**config.mk**
```make
export PLATFORM = sky130hd
export DESIGN_NAME = mgmt_regs
export DESIGN_NICKNAME = d
export VERILOG_FILES = /design/src/mgmt_pkg.sv /design/src/mgmt_regs.sv
export SDC_FILE = /design/constraint.sdc
export NUM_CORES = 1
export LEC_CHECK = 0
export ABC_CLOCK_PERIOD_IN_PS = 2190
export BUFFER_PORTS_ARGS = -buffer_cell sky130_fd_sc_hd__buf_4
export CORE_MARGIN = 2
export CORE_UTILIZATION = 41
export DETAILED_ROUTE_END_ITERATION = 12
export GPL_ROUTABILITY_DRIVEN = 0
export PLACE_DENSITY_LB_ADDON = 0.05
export SLEW_MARGIN = 20
export SYNTH_ARGS = -nofsm -noshare
export SYNTH_HDL_FRONTEND = slang
export SYNTH_SLANG_ARGS = --single-unit
```
**constraint.sdc**
```tcl
create_clock -name clk -period 2.19 [get_ports clk]
set_input_delay 0.3285 -clock clk [delete_from_list [all_inputs] [get_ports clk]]
set_output_delay 0.3285 -clock clk [all_outputs]
set_load 0.02 [all_outputs]
```
**src/mgmt_pkg.sv**
```systemverilog
`default_nettype none

package mgmt_pkg;

	//////////////////////////////////////////////////
	// Register map

	// Interrupt status, bit 0 = rx frame ready
	localparam logic [15:0] REG_IRQSTAT     = 16'h0020;
	localparam logic [15:0] REG_IRQSTAT_1   = 16'h0021;
	// Length of frame at head of rx queue
	localparam logic [15:0] REG_RXLEN       = 16'h0024;
	localparam logic [15:0] REG_RXLEN_1     = 16'h0025;
	// Any write ends the tx frame being built
	localparam logic [15:0] REG_COMMIT      = 16'h0028;
	localparam logic [15:0] REG_LINK_STAT   = 16'h0060;

	// DRP registers, low byte at base, high byte at base+1
	// AD high byte: bit 7 = write enable, bit 0 = addr[8]
	localparam logic [15:0] REG_LANE0_WD    = 16'h0084;
	localparam logic [15:0] REG_LANE0_AD    = 16'h0086;
	localparam logic [15:0] REG_LANE0_RD    = 16'h0088;
	// STAT: bit 0 = busy, bit 1 = rx reset done
	localparam logic [15:0] REG_LANE0_STAT  = 16'h008a;
	localparam logic [15:0] REG_LANE1_WD    = 16'h00a4;
	localparam logic [15:0] REG_LANE1_AD    = 16'h00a6;
	localparam logic [15:0] REG_LANE1_RD    = 16'h00a8;
	localparam logic [15:0] REG_LANE1_STAT  = 16'h00aa;

	// Frame buffer window, everything from here up
	localparam logic [15:0] REG_BUFFER_LO   = 16'h1000;

	//////////////////////////////////////////////////
	// Sizes and latencies

	localparam int DRP_ADDR_BITS   = 9;
	localparam int DRP_DATA_BITS   = 16;
	localparam int DRP_LATENCY     = 4;
	localparam int RSTDONE_DELAY   = 20;
	localparam int RX_LEN_BITS     = 11;
	localparam int RX_DATA_DEPTH   = 512;
	localparam int RX_HDR_DEPTH    = 4;
	localparam int TX_DEPTH        = 2048;
	localparam int TX_LEN_DEPTH    = 8;

	// Pointers carry one extra wrap bit
	localparam int RX_PTR_BITS     = $clog2(RX_DATA_DEPTH) + 1;
	localparam int RX_HDR_PTR_BITS = $clog2(RX_HDR_DEPTH) + 1;
	localparam int TX_PTR_BITS     = $clog2(TX_DEPTH) + 1;
	localparam int TX_LEN_PTR_BITS = $clog2(TX_LEN_DEPTH) + 1;

	//////////////////////////////////////////////////
	// Bundles

	// Request shared by both lanes
	typedef struct packed {
		logic                     we;
		logic [DRP_ADDR_BITS-1:0] addr;
		logic [DRP_DATA_BITS-1:0] wdata;
	} drp_req_t;

	typedef struct packed {
		logic [DRP_DATA_BITS-1:0] rdata;
		logic                     done;
		logic                     rst_done;
	} drp_rsp_t;

	// One byte of an Ethernet frame
	typedef struct packed {
		logic       valid;
		logic       last;
		logic [7:0] data;
	} frame_byte_t;

endpackage

`default_nettype wire
```
**src/mgmt_regs.sv**
```systemverilog
`default_nettype none

module mgmt_regs (
	input wire                                  clk,
	input wire                                  rst,
	input wire                                  rd_en,
	input wire [15:0]                           rd_addr,
	output logic                                rd_valid,
	output logic [7:0]                          rd_data,
	input wire                                  wr_en,
	input wire [15:0]                           wr_addr,
	input wire [7:0]                            wr_data,
	output logic                                irq,
	input wire                                  link_up,
	output logic                                lane0_en,
	output logic                                lane1_en,
	output mgmt_pkg::drp_req_t                  drp_req,
	input wire mgmt_pkg::drp_rsp_t              lane0_rsp,
	input wire mgmt_pkg::drp_rsp_t              lane1_rsp,
	input wire [31:0]                           rx_word,
	input wire [mgmt_pkg::RX_LEN_BITS-1:0]      rx_len,
	input wire                                  rx_hdr_empty,
	output logic                                rx_word_pop,
	output logic                                rx_hdr_pop,
	output logic                                tx_wr_en,
	output logic [7:0]                          tx_wr_data,
	output logic                                tx_commit
);

	// Link status synchronizer, oldest stage at bit 2
	logic [2:0]  link_sync;
	// Per-lane DRP access in flight
	logic [1:0]  busy;
	logic [15:0] rx_len_ext;
	logic        rd_buf;
	logic        wr_buf;
	logic [7:0]  rd_next;

	assign rd_buf     = rd_addr >= mgmt_pkg::REG_BUFFER_LO;
	assign wr_buf     = wr_addr >= mgmt_pkg::REG_BUFFER_LO;
	assign rx_len_ext = 16'(rx_len);

	//////////////////////////////////////////////////
	// Frame buffer strobes

	// Last byte of a word pops it, head moves in time for the next read
	assign rx_word_pop = rd_en && rd_buf && (rd_addr[1:0] == 2'd3);
	// High length byte is the last thing read from a header
	assign rx_hdr_pop  = rd_en && (rd_addr == mgmt_pkg::REG_RXLEN_1);
	assign tx_wr_en    = wr_en && wr_buf;
	assign tx_wr_data  = wr_data;
	assign tx_commit   = wr_en && (wr_addr == mgmt_pkg::REG_COMMIT);

	//////////////////////////////////////////////////
	// Read mux

	always_comb begin
		rd_next = 8'h00;
		if (rd_buf) begin
			// Frame bytes go out in wire order, MSB first
			case (rd_addr[1:0])
				2'd0: rd_next = rx_word[31:24];
				2'd1: rd_next = rx_word[23:16];
				2'd2: rd_next = rx_word[15:8];
				default: rd_next = rx_word[7:0];
			endcase
		end else begin
			case (rd_addr)
				mgmt_pkg::REG_IRQSTAT:            rd_next = {7'b0, !rx_hdr_empty};
				mgmt_pkg::REG_RXLEN:              rd_next = rx_len_ext[7:0];
				mgmt_pkg::REG_RXLEN_1:            rd_next = rx_len_ext[15:8];
				mgmt_pkg::REG_LINK_STAT:          rd_next = {7'b0, link_sync[2]};
				mgmt_pkg::REG_LANE0_RD:           rd_next = lane0_rsp.rdata[7:0];
				mgmt_pkg::REG_LANE0_RD + 16'd1:   rd_next = lane0_rsp.rdata[15:8];
				mgmt_pkg::REG_LANE0_STAT:         rd_next = {6'b0, lane0_rsp.rst_done, busy[0]};
				mgmt_pkg::REG_LANE1_RD:           rd_next = lane1_rsp.rdata[7:0];
				mgmt_pkg::REG_LANE1_RD + 16'd1:   rd_next = lane1_rsp.rdata[15:8];
				mgmt_pkg::REG_LANE1_STAT:         rd_next = {6'b0, lane1_rsp.rst_done, busy[1]};
				// Unmapped space reads as zero
				default:                          rd_next = 8'h00;
			endcase
		end
	end

	// Read data register, qualified by rd_valid
	always_ff @(posedge clk) begin
		if (rd_en)
			rd_data <= rd_next;
	end

	//////////////////////////////////////////////////
	// Control state and write decode

	always_ff @(posedge clk) begin
		if (rst) begin
			rd_valid  <= 1'b0;
			irq       <= 1'b0;
			lane0_en  <= 1'b0;
			lane1_en  <= 1'b0;
			busy      <= 2'b00;
			link_sync <= 3'b000;
			drp_req   <= '0;
		end else begin
			rd_valid  <= rd_en;
			lane0_en  <= 1'b0;
			lane1_en  <= 1'b0;
			link_sync <= {link_sync[1:0], link_up};

			// Frame waiting raises irq, status read drops it
			if (!rx_hdr_empty)
				irq <= 1'b1;
			if (rd_en && (rd_addr == mgmt_pkg::REG_IRQSTAT))
				irq <= 1'b0;

			// Busy from the cycle after the enable through done
			if (lane0_en)
				busy[0] <= 1'b1;
			if (lane0_rsp.done)
				busy[0] <= 1'b0;
			if (lane1_en)
				busy[1] <= 1'b1;
			if (lane1_rsp.done)
				busy[1] <= 1'b0;

			// Both lanes share one request, enables pick the lane
			if (wr_en) begin
				case (wr_addr)
					mgmt_pkg::REG_LANE0_WD,
					mgmt_pkg::REG_LANE1_WD:
						drp_req.wdata[7:0] <= wr_data;
					mgmt_pkg::REG_LANE0_WD + 16'd1,
					mgmt_pkg::REG_LANE1_WD + 16'd1:
						drp_req.wdata[15:8] <= wr_data;
					mgmt_pkg::REG_LANE0_AD,
					mgmt_pkg::REG_LANE1_AD:
						drp_req.addr[7:0] <= wr_data;
					// High address byte launches the access
					mgmt_pkg::REG_LANE0_AD + 16'd1: begin
						lane0_en <= 1'b1;
						drp_req.we <= wr_data[7];
						drp_req.addr[mgmt_pkg::DRP_ADDR_BITS-1] <= wr_data[0];
					end
					mgmt_pkg::REG_LANE1_AD + 16'd1: begin
						lane1_en <= 1'b1;
						drp_req.we <= wr_data[7];
						drp_req.addr[mgmt_pkg::DRP_ADDR_BITS-1] <= wr_data[0];
					end
					default: begin
					end
				endcase
			end
		end
	end

endmodule

`default_nettype wire

```
==> summary.txt, run 1 <==
Power
  • Pleak: 0.00168 µW
  • Tot Pwr: 1750 µW
  • Power density over the cells: 455 mW/mm²
  • Worst voltage drop across the vdd grid: 329 µV

Detailed routing
  • Overall via count from detail_route: 2548
  • Number of search-and-repair iterations in the first detailed-routing pass: 4
  • DRC violation total after the first TritonRoute iteration: 160
  • DRC errors left: 0
  • Wire length per cell: 15.5 µm
  • Wirelength, routed: 7660 µm
  • Vias per std cell: 5.16
  • Post-route ant nets: 0

Place
  • Placement Cell Area: 0.00375 mm²
  • DPL Wire Length: 6080 µm
  • Count of input and output buffers: 174
  • Worst slack at placement: 119 ps

GRT
  • Number of antenna violations at the first check in global routing: 0
  • Wire length of the first global-routing pass: 11700 µm
  • Gr ovfl total: 0
  • Met2 track utilization from global routing: 0.418
  • Met3 global-route usage: 0.0596
  • Via count of the first global-routing pass: 2509
  • GRT Max-Usage Layer: met2
  • Total routing usage reported by global routing: 0.231
  • Met1 global-route usage: 0.267
  • Maximum number of pins on one net before global-route repair: 36

Timing
  • Setup-failing EPs final: 0
  • Ratio of final minimum period to clock period: 0.917
  • Hold Fails Final Rpt: 0
  • Sum Neg Setup Slack: 0 ps
  • Worst Skew: 4.31 ps
  • Max-slew headroom at the worst pin: 0.639
  • Slew at the pin closest to its max-slew limit: 536 ps
  • Setup repair after global routing missed its margin: no
  • Max-slew violation count: 0
  • Final Critical Period: 2010 ps
  • Achievable clock frequency: 498 MHz
  • Crit path setup slack, layout: 182 ps

Setup path
  • CP endpoint kind: primary output
  • Data required, critical path: 1860 ps
  • Start-to-end type of the worst setup path: in2out
  • Worst-path fanout max: 4
  • Worst path arrival time: 1680 ps
  • Crit path launch type: input port

CTS
  • Quantity of gates resized following cts: 0
  • Clk sinks: 43
  • CTS Hold Bufs: 0
  • Total CTS buffers: 5
  • CTS tree: yes
  • Post-CTS setup buffer count: 0
  • Root buf cell: sky130_fd_sc_hd__clkbuf_8
  • Deepest clock path buffer count: 2
  • Latest clock arrival within the worst-skew pair: 290 ps
  • Clk pin slew, worst setup/hold paths: 80 ps
  • Number of H-tree branching levels: 2

Final layout
  • Count of fill cells added during filler insertion: 479
  • Share of post-route cells with drive strength above 1: 0.512
  • Layout net count: 546
  • Layout-stage area growth over the synthesis result: 60.1%
  • Antenna diode instance count: 0
  • Post-Route Utilization: 0.688
  • Final std cell area, no fill: 0.00384 mm²

Floorplanning
  • Die Y-Extent: 80.4 µm
  • Initial cell density of the core: 0.430
  • Core outline area: 0.00557 mm²
  • Horiz. Die Dim: 80.4 µm
  • Boundary Pins: 175
  • Standard-cell rows: 27
  • Total Die Area: 0.00647 mm²

Synth
  • Mean instance size in the synthesized netlist: 9.51 µm²
  • Synthesized cell area: 0.00240 mm²
  • Yosys reg bits: 43
  • Portion of the post-synthesis area used by sequential elements: 0.393
  • Count of unique library cells instantiated by Yosys: 46
  • Most used flip-flop cell after synthesis: sky130_fd_sc_hd__dfxtp_1
  • Fraction of registers with async set or reset after synthesis: 0
  • Post-Synthesis Net Count: 377
  • Synthesis warning total: 0
  • Post-synthesis cell count: 252
  • Count of flip-flops with a built-in enable after synthesis: 8

Outcome
  • Result of the run: finished, final reports clean

Worst hold path
  • Class of the tightest hold or removal check: in2reg

Flow run
  • Max capacitance violation total: 0
-- synthesized netlist by cell type, types with 2 or more instances --
master / count / area [µm²]
sky130_fd_sc_hd__or3_1: 4 / 25.0
sky130_fd_sc_hd__buf_4: 11 / 82.6
sky130_fd_sc_hd__nand2_1: 33 / 124
sky130_fd_sc_hd__nand2b_1: 2 / 12.5
sky130_fd_sc_hd__mux2i_1: 23 / 230
sky130_fd_sc_hd__a221oi_1: 3 / 26.3
sky130_fd_sc_hd__or2_2: 2 / 12.5
sky130_fd_sc_hd__nor2_1: 25 / 93.8
sky130_fd_sc_hd__inv_1: 2 / 7.51
sky130_fd_sc_hd__nor3_1: 12 / 60.1
sky130_fd_sc_hd__a22oi_1: 3 / 22.5
sky130_fd_sc_hd__dfxtp_1: 35 / 701
sky130_fd_sc_hd__clkbuf_1: 7 / 26.3
sky130_fd_sc_hd__nand4_1: 3 / 18.8
sky130_fd_sc_hd__a31oi_1: 3 / 18.8
sky130_fd_sc_hd__mux4_2: 8 / 180
sky130_fd_sc_hd__nor4b_1: 2 / 17.5
sky130_fd_sc_hd__edfxtp_1: 8 / 240
sky130_fd_sc_hd__mux2_2: 6 / 67.6
sky130_fd_sc_hd__nor2b_1: 6 / 37.5
sky130_fd_sc_hd__and2_0: 2 / 12.5
sky130_fd_sc_hd__a222oi_1: 4 / 40.0
sky130_fd_sc_hd__nor4_1: 2 / 12.5
sky130_fd_sc_hd__nor3b_1: 3 / 22.5
sky130_fd_sc_hd__nand3_1: 9 / 45.0
sky130_fd_sc_hd__nor4_2: 2 / 25.0
sky130_fd_sc_hd__a21oi_1: 10 / 50.1
sky130_fd_sc_hd__nor3_2: 2 / 20.0
sky130_fd_sc_hd__buf_2: 3 / 15.0
-- power by group --
| group | total [µW] | switching (µW) | leakage, µW | internal, µW |
|---|---|---|---|---|
| Sequential | 836 | 6.87 | 0.000361 | 829 |
| Combinational | 405 | 165 | 0.00127 | 240 |
| Clock | 505 | 281 | 0.0000488 | 224 |
-- state kept, by name, indices dropped and copies added (netlist names) --
signal     count
drp_req       26
busy           2
link_sync      3
irq            1
rd_data        8
lane1_en       1
rd_valid       1
lane0_en       1
-- final timing paths --
path | from | end | slack, ps | cells after the start
worst max-delay path | rd_addr[4] | rx_hdr_pop | 180 | 5
worst min-delay path | lane0_rsp[1] | busy[0] | 190 | 2
worst max register to register | busy[0] | rd_data[0] | 1030 | 5
worst min register to register | link_sync[0] | link_sync[1] | 450 | 1
-- kinds of logic (layout without fill, tap and decap cells) --
| group | after synthesis | after routing | synth area share |
|---|---|---|---|
| multiplexers | 37 | 37 | 0.199 |
| AND/OR/NAND/NOR | 119 | 119 | 0.267 |
| flip-flops | 43 | 43 | 0.393 |
| AO/OA/AOI/OAI | 29 | 29 | 0.0841 |
| buffers and inverters | 24 | 194 | 0.0564 |
-- area by class of cell --
class | count | area, µm² | area share
repair buffers | 184 | 1380 | 0.360
multi-input cells | 185 | 1330 | 0.347
flip-flops and latches | 43 | 941 | 0.245
well taps | 72 | 90.1 | 0.0235
clock buffers | 5 | 68.8 | 0.0179
clock inverters | 3 | 17.5 | 0.00457
inverters | 2 | 7.51 | 0.00196
-- layout by cell type, fill, tap and decap left out, types with 2 or more instances in the layout --
| master | Yosys | routed |
|---|---|---|
| sky130_fd_sc_hd__a21oi_1 | 10 | 10 |
| sky130_fd_sc_hd__a221oi_1 | 3 | 3 |
| sky130_fd_sc_hd__a222oi_1 | 4 | 4 |
| sky130_fd_sc_hd__a22oi_1 | 3 | 3 |
| sky130_fd_sc_hd__a31oi_1 | 3 | 3 |
| sky130_fd_sc_hd__and2_0 | 2 | 2 |
| sky130_fd_sc_hd__buf_4 | 11 | 184 |
| sky130_fd_sc_hd__clkbuf_8 | 0 | 5 |
| sky130_fd_sc_hd__dfxtp_1 | 35 | 35 |
| sky130_fd_sc_hd__edfxtp_1 | 8 | 8 |
| sky130_fd_sc_hd__inv_1 | 2 | 2 |
| sky130_fd_sc_hd__inv_4 | 0 | 2 |
| sky130_fd_sc_hd__mux2_2 | 6 | 6 |
| sky130_fd_sc_hd__mux2i_1 | 23 | 23 |
| sky130_fd_sc_hd__mux4_2 | 8 | 8 |
| sky130_fd_sc_hd__nand2_1 | 33 | 33 |
| sky130_fd_sc_hd__nand2b_1 | 2 | 2 |
| sky130_fd_sc_hd__nand3_1 | 9 | 9 |
| sky130_fd_sc_hd__nand4_1 | 3 | 3 |
| sky130_fd_sc_hd__nor2_1 | 25 | 25 |
| sky130_fd_sc_hd__nor2b_1 | 6 | 6 |
| sky130_fd_sc_hd__nor3_1 | 12 | 12 |
| sky130_fd_sc_hd__nor3_2 | 2 | 2 |
| sky130_fd_sc_hd__nor3b_2 | 0 | 2 |
| sky130_fd_sc_hd__nor4_1 | 2 | 2 |
| sky130_fd_sc_hd__nor4_2 | 2 | 2 |
| sky130_fd_sc_hd__nor4b_1 | 2 | 2 |
| sky130_fd_sc_hd__or2_2 | 2 | 2 |
| sky130_fd_sc_hd__or3_1 | 4 | 4 |
-- metrics by stage --
stage,std cells,hold slack [ps]
global route,494,182
detailed placement,486,427
global placement,486,424
floorplan,252,405
finish,494,193
CTS,494,179
-- layer usage --
metal	vias up	part of all wire
met5	-	0
met4	0	0.010
met3	8	0.10
met2	123	0.52
met1	1159	0.37
li1	1258	-
-- critical path, stage by stage --
cell and delay [ps]:
sky130_fd_sc_hd__buf_4 120, sky130_fd_sc_hd__or4b_1 630, sky130_fd_sc_hd__nor4_4 280, sky130_fd_sc_hd__and3_1 190, sky130_fd_sc_hd__buf_4 140
(Power assumes the default switching activity.)
==> inputs of run 2 (changes only) <==
- ABC_CLOCK_PERIOD_IN_PS: 2190 -> 2300
- CELL_PAD_IN_SITES_DETAIL_PLACEMENT: not set -> 0
- CELL_PAD_IN_SITES_GLOBAL_PLACEMENT: not set -> 1
- CORE_UTILIZATION: 41 -> 28
- PLACE_DENSITY_LB_ADDON: 0.05 -> 0.1
- clock period: 2.19 -> 2.3 ns (I/O delays scaled with it)
==> summary.txt, run 2 (same netlist as run 1, synthesis figures left out) <==
CTS
  • Clk sinks: 43 (unchanged)
  • Quantity of gates resized following cts: 0 (unchanged)
  • Number of H-tree branching levels: 2 (unchanged)
  • Deepest clock path buffer count: 2 (unchanged)
  • Latest clock arrival within the worst-skew pair: 280 ps (about the same)
  • CTS Hold Bufs: 0 (unchanged)
  • Root buf cell: sky130_fd_sc_hd__clkbuf_8
  • CTS tree: yes
  • Post-CTS setup buffer count: 0 (unchanged)
  • Total CTS buffers: 5 (unchanged)
  • Clk pin slew, worst setup/hold paths: 70 ps (about the same)

Detailed routing
  • Vias per std cell: 4.82 (-6.5%)
  • DRC violation total after the first TritonRoute iteration: 60 (-63%)
  • Wirelength, routed: 8110 µm (+5.9%)
  • DRC errors left: 0 (unchanged)
  • Routed length on met1: 3290 µm (+17%)
  • Routed wire length on met3: 793 µm (-0.88%)
  • Wire length per cell: 15.4 µm (-0.56%)
  • Post-route ant nets: 0 (unchanged)
  • Uppermost signal routing layer after detailed routing: met4
  • Overall via count from detail_route: 2536 (-0.47%)
  • Detailed route wirelength on metal2: 4000 µm (+0.86%)
  • Number of search-and-repair iterations in the first detailed-routing pass: 4 (unchanged)

Setup path
  • Start-to-end type of the worst setup path: in2out
  • Worst-path fanout max: 3 (-1)
  • Data required, critical path: 1960 ps (+100 ps)
  • CP endpoint kind: primary output
  • Worst path arrival time: 1690 ps (about the same)
  • Crit path launch type: input port

Final layout
  • Share of post-route cells with drive strength above 1: 0.508 (-0.00353)
  • Top Registers: drp_req: 26 flops, rd_data: 8 flops, link_sync: 3 flops
  • Post-Route Utilization: 0.468 (-0.220)
  • Top register by number of flip-flops: drp_req
  • Highest-count cells in the layout ignoring fill and taps: sky130_fd_sc_hd__buf_4, sky130_fd_sc_hd__dfxtp_1, sky130_fd_sc_hd__nand2_1
  • Layout net count: 545 (-0.18%)
  • Layout-stage area growth over the synthesis result: 61.4%
  • Final std cell area, no fill: 0.00387 mm² (+0.82%)
  • Antenna diode instance count: 0 (unchanged)
  • Most common library cell in the layout ignoring fill and taps: sky130_fd_sc_hd__buf_4
  • Max reg flops: 26 (unchanged)

Floorplanning
  • Die Y-Extent: 96.5 µm (+20%)
  • Boundary Pins: 175 (unchanged)
  • Initial cell density of the core: 0.290 (-0.140)
  • Total Die Area: 0.00931 mm² (+44%)
  • Standard-cell rows: 33 (+22%)
  • Horiz. Die Dim: 96.5 µm (+20%)
  • Core outline area: 0.00826 mm² (+48%)

GRT
  • Total routing usage reported by global routing: 0.167 (-0.0636)
  • Maximum number of pins on one net before global-route repair: 36 (unchanged)
  • Wire length of the first global-routing pass: 12100 µm (+3.4%)
  • Gr ovfl total: 0 (unchanged)
  • Number of antenna violations at the first check in global routing: 0 (unchanged)
  • Via count of the first global-routing pass: 2503 (-0.24%)

Place
  • Count of input and output buffers: 174 (unchanged)
  • DPL Wire Length: 6510 µm (+7.1%)
  • Placement Cell Area: 0.00378 mm² (+0.90%)

Power
  • Worst voltage drop across the vdd grid: 213 µV (-35%)
  • Tot Pwr: 1640 µW (-6.0%)
  • Power density over the cells: 424 mW/mm² (-6.8%)
  • Pleak: 0.00167 µW (-0.56%)

Timing
  • Setup-failing EPs final: 0 (unchanged)
  • Setup repair after global routing missed its margin: no
  • Worst Skew: 1.20 ps (-3.11 ps)
  • Hold Fails Final Rpt: 0 (unchanged)
  • Final Critical Period: 2030 ps
  • Slew at the pin closest to its max-slew limit: 549 ps (+12.4 ps)
  • Max-slew violation count: 0 (unchanged)
  • Achievable clock frequency: 492 MHz
  • Worst-case hold slack: 214 ps (+20.7 ps)
  • Max-slew headroom at the worst pin: 0.631 (-0.00834)
  • Ratio of final minimum period to clock period: 0.884
  • Sum Neg Setup Slack: 0 ps (unchanged)

Worst hold path
  • Class of the tightest hold or removal check: in2reg

Flow run
  • Max capacitance violation total: 0 (unchanged)

Outcome
  • Result of the run: finished, final reports clean
-- run 2: cell count changes in the layout (fill, tap and decap cells not counted), sizes merged --
cell and delta:
buf -1, clkbuf +1, inv -1
-- run 2: cell type report --
type,count,area [µm²]
flip-flops and latches,43,941
multi-input cells,185,1330
clock buffers,6,72.6
fillers,844,4390
well taps,105,131
repair buffers,183,1370
inverters,2,7.51
clock inverters,2,11.3
-- run 2: metrics by stage --
stage                     setup slack [ps]  instances
after global routing                   195        526
after global placement                 233        518
after CTS                              266        526
after floorplan                        449        252
final                                  268        526
after detailed placement               214        518
-- run 2: path summary, 6_finish.rpt --
path                start           end  slack, ps  depth (start not counted)
min reg2reg  link_sync[0]  link_sync[1]        450                          1
min          lane1_rsp[1]       busy[1]        210                          2
max           rd_addr[13]    rx_hdr_pop        270                          5
max reg2reg       busy[0]    rd_data[0]       1060                          5
-- run 2: report_power, final --
part           internal, µW  switching [µW]
sequential              789            5.69
clock                   213             245
combinational           228             159
-- run 2: worst max-delay path, cell delays in order --
cell and delay [ps]:
sky130_fd_sc_hd__buf_4 120, sky130_fd_sc_hd__or4_4 570, sky130_fd_sc_hd__nor4_4 330, sky130_fd_sc_hd__and3_1 190, sky130_fd_sc_hd__buf_4 140
-- run 2: layer usage --
metal  global-route usage  vias to the layer above
met1                0.199                     1161
li1                     -                     1258
met2                0.309                      115
met5                    0                        -
met4               0.0246                        0
met3               0.0411                        2
==> inputs of run 3 (changes only) <==
- ABC_CLOCK_PERIOD_IN_PS: 2300 -> 2400
- CORE_UTILIZATION: 28 -> 30
- clock period: 2.3 -> 2.4 ns (I/O delays scaled with it)
==> summary.txt, run 3 (same netlist as run 1, synthesis figures left out) <==
Detailed routing
  • Number of search-and-repair iterations in the first detailed-routing pass: 4 (unchanged)
  • Overall via count from detail_route: 2536 (unchanged)
  • Vias per std cell: 4.88 (+1.2%)
  • Wirelength, routed: 8000 µm (-1.4%)
  • DRC errors left: 0 (unchanged)
  • DRC violation total after the first TritonRoute iteration: 128 (+110%)
  • Wire length per cell: 15.4 µm (-0.22%)
  • Post-route ant nets: 0 (unchanged)

Timing
  • Achievable clock frequency: 464 MHz
  • Setup repair after global routing missed its margin: no
  • Slew at the pin closest to its max-slew limit: 504 ps (-44.6 ps)
  • Max-slew headroom at the worst pin: 0.661 (+0.0305)
  • Sum Neg Setup Slack: 0 ps (unchanged)
  • Max-slew violation count: 0 (unchanged)
  • Worst Skew: 1.02 ps (-0.184 ps)
  • Setup-failing EPs final: 0 (unchanged)
  • Hold Fails Final Rpt: 0 (unchanged)
  • Final Critical Period: 2150 ps
  • Crit path setup slack, layout: 247 ps (-20.8 ps)
  • Ratio of final minimum period to clock period: 0.897

CTS
  • CTS Hold Bufs: 0 (unchanged)
  • Deepest clock path buffer count: 2 (unchanged)
  • Post-CTS setup buffer count: 0 (unchanged)
  • CTS tree: yes
  • Total CTS buffers: 5 (unchanged)
  • Latest clock arrival within the worst-skew pair: 280 ps (about the same)
  • Root buf cell: sky130_fd_sc_hd__clkbuf_8
  • Clk pin slew, worst setup/hold paths: 80 ps (about the same)
  • Clk sinks: 43 (unchanged)
  • Number of H-tree branching levels: 2 (unchanged)
  • Quantity of gates resized following cts: 0 (unchanged)

Floorplanning
  • Total Die Area: 0.00872 mm² (-6.4%)
  • Boundary Pins: 175 (unchanged)
  • Core outline area: 0.00773 mm² (-6.4%)
  • Horiz. Die Dim: 93.4 µm (-3.2%)
  • Die Y-Extent: 93.4 µm (-3.2%)
  • Standard-cell rows: 32 (-3.0%)
  • Initial cell density of the core: 0.310 (+0.0199)

Setup path
  • Worst r2r src: busy[0]
  • Worst setup slack for register-to-register paths: 1160 ps (+100 ps)
  • Crit path top cell by count: sky130_fd_sc_hd__buf_4
  • Crit path launch type: input port
  • Start-to-end type of the worst setup path: in2out
  • Data required, critical path: 2040 ps (+80 ps)
  • Cell Chain, Critical Path: buf_4, or4_4, nor4_4, and3_1, buf_4
  • R2r endpoint: rd_data[0]
  • FF-to-FF path depth: 5 (unchanged)
  • Slowest stage cell on the critical path: sky130_fd_sc_hd__or4_4
  • CP endpoint kind: primary output
  • Worst-path fanout max: 13 (+10)
  • Worst path arrival time: 1790 ps (+100 ps)
  • Critical Path Start: rd_addr[13]
  • Biggest cell delay along the critical path: 640 ps (+70 ps)

Final layout
  • Layout net count: 542 (-0.55%)
  • Highest-count cells in the layout ignoring fill and taps: sky130_fd_sc_hd__buf_4, sky130_fd_sc_hd__dfxtp_1, sky130_fd_sc_hd__nand2_1
  • Final std cell area, no fill: 0.00386 mm² (about the same)
  • Count of fill cells added during filler insertion: 776 (-8.1%)
  • Antenna diode instance count: 0 (unchanged)
  • Max reg flops: 26 (unchanged)
  • Layout-stage area growth over the synthesis result: 61.3% (about the same)
  • Top register by number of flip-flops: drp_req
  • Most common library cell in the layout ignoring fill and taps: sky130_fd_sc_hd__buf_4
  • Top Registers: drp_req: 26 flops, rd_data: 8 flops, link_sync: 3 flops
  • Share of post-route cells with drive strength above 1: 0.507 (-0.00114)

GRT
  • Gr ovfl total: 0 (unchanged)
  • Wire length of the first global-routing pass: 12500 µm (+3.3%)
  • Met3 global-route usage: 0.0427 (+0.00159)
  • Total routing usage reported by global routing: 0.181 (+0.0142)
  • Number of antenna violations at the first check in global routing: 0 (unchanged)
  • Met1 global-route usage: 0.224 (+0.0249)
  • Maximum number of pins on one net before global-route repair: 36 (unchanged)
  • Via count of the first global-routing pass: 2527 (+0.96%)
  • GRT Max-Usage Layer: met2
  • Met2 track utilization from global routing: 0.327 (+0.0177)

Worst hold path
  • Origin of the worst min-delay path: lane1_rsp[1]
  • Class of the tightest hold or removal check: in2reg
  • Endpoint of the worst hold path: busy[1]
  • Hold Path Stages: 2 (unchanged)

Place
  • Count of input and output buffers: 174 (unchanged)
  • DPL Wire Length: 6440 µm (-1.1%)
  • Placement Cell Area: 0.00376 mm² (-0.69%)
  • Worst slack at placement: 194 ps (-19.7 ps)

Power
  • Power density over the cells: 428 mW/mm² (+0.87%)
  • Tot Pwr: 1650 µW (+0.81%)
  • Pleak: 0.00167 µW (-0.18%)
  • Worst voltage drop across the vdd grid: 289 µV (+36%)

Flow run
  • Max capacitance violation total: 0 (unchanged)

Outcome
  • Result of the run: finished, final reports clean
-- run 3: cell count changes in the layout (fill, tap and decap cells not counted), sizes merged --
cell | previous run | this run
buf | 183 | 180
clkinv | 1 | 2
inv | 3 | 2
-- run 3: worst max-delay path by stage --
stage          cells past startpoint          to
3_5_place_dp                       6  rd_data[5]
3_3_place_gp                       6  rd_data[3]
4_1_cts                            5  rx_hdr_pop
6_report                           5  rx_hdr_pop
2_1_floorplan                      3  rx_hdr_pop
5_1_grt                            5  rx_hdr_pop
-- run 3: cell type report --
| type | instances | area (µm²) | share of cell area |
|---|---|---|---|
| timing repair buffer | 180 | 1350 | 0.350 |
| multi-input combinational | 185 | 1330 | 0.344 |
| sequential | 43 | 941 | 0.243 |
| tap | 102 | 128 | 0.0330 |
| clock buffer | 6 | 93.8 | 0.0243 |
| clock inverter | 2 | 13.8 | 0.00356 |
| inverter | 2 | 7.51 | 0.00194 |
-- run 3: routing by layer --
layer,vias up,wire length [µm]
met2,118,4000
met5,-,0
met4,0,25
li1,1254,-
met3,2,766
met1,1162,3210
-- run 3: per-stage QoR --
stage,utilization,instances,hold slack [ps]
6_report,0.500,520,223
5_1_grt,0.500,520,201
4_1_cts,0.500,520,210
3_5_place_dp,0.486,512,426
3_3_place_gp,0.486,512,423
2_1_floorplan,-,252,414
-- run 3: power breakdown --
| part | internal (µW) | total (µW) | switching (µW) | leakage (µW) |
|---|---|---|---|---|
| Clock | 268 | 520 | 252 | 0.0000563 |
| Sequential | 756 | 762 | 5.28 | 0.000361 |
| Combinational | 218 | 371 | 154 | 0.00125 |
| Total | 1240 | 1650 | 411 | 0.00167 |
-- run 3: critical path: cells and delay by family --
family                 cells  cell delay (ps)
and+or+nand+nor            3             1170
buffers and inverters      2              260
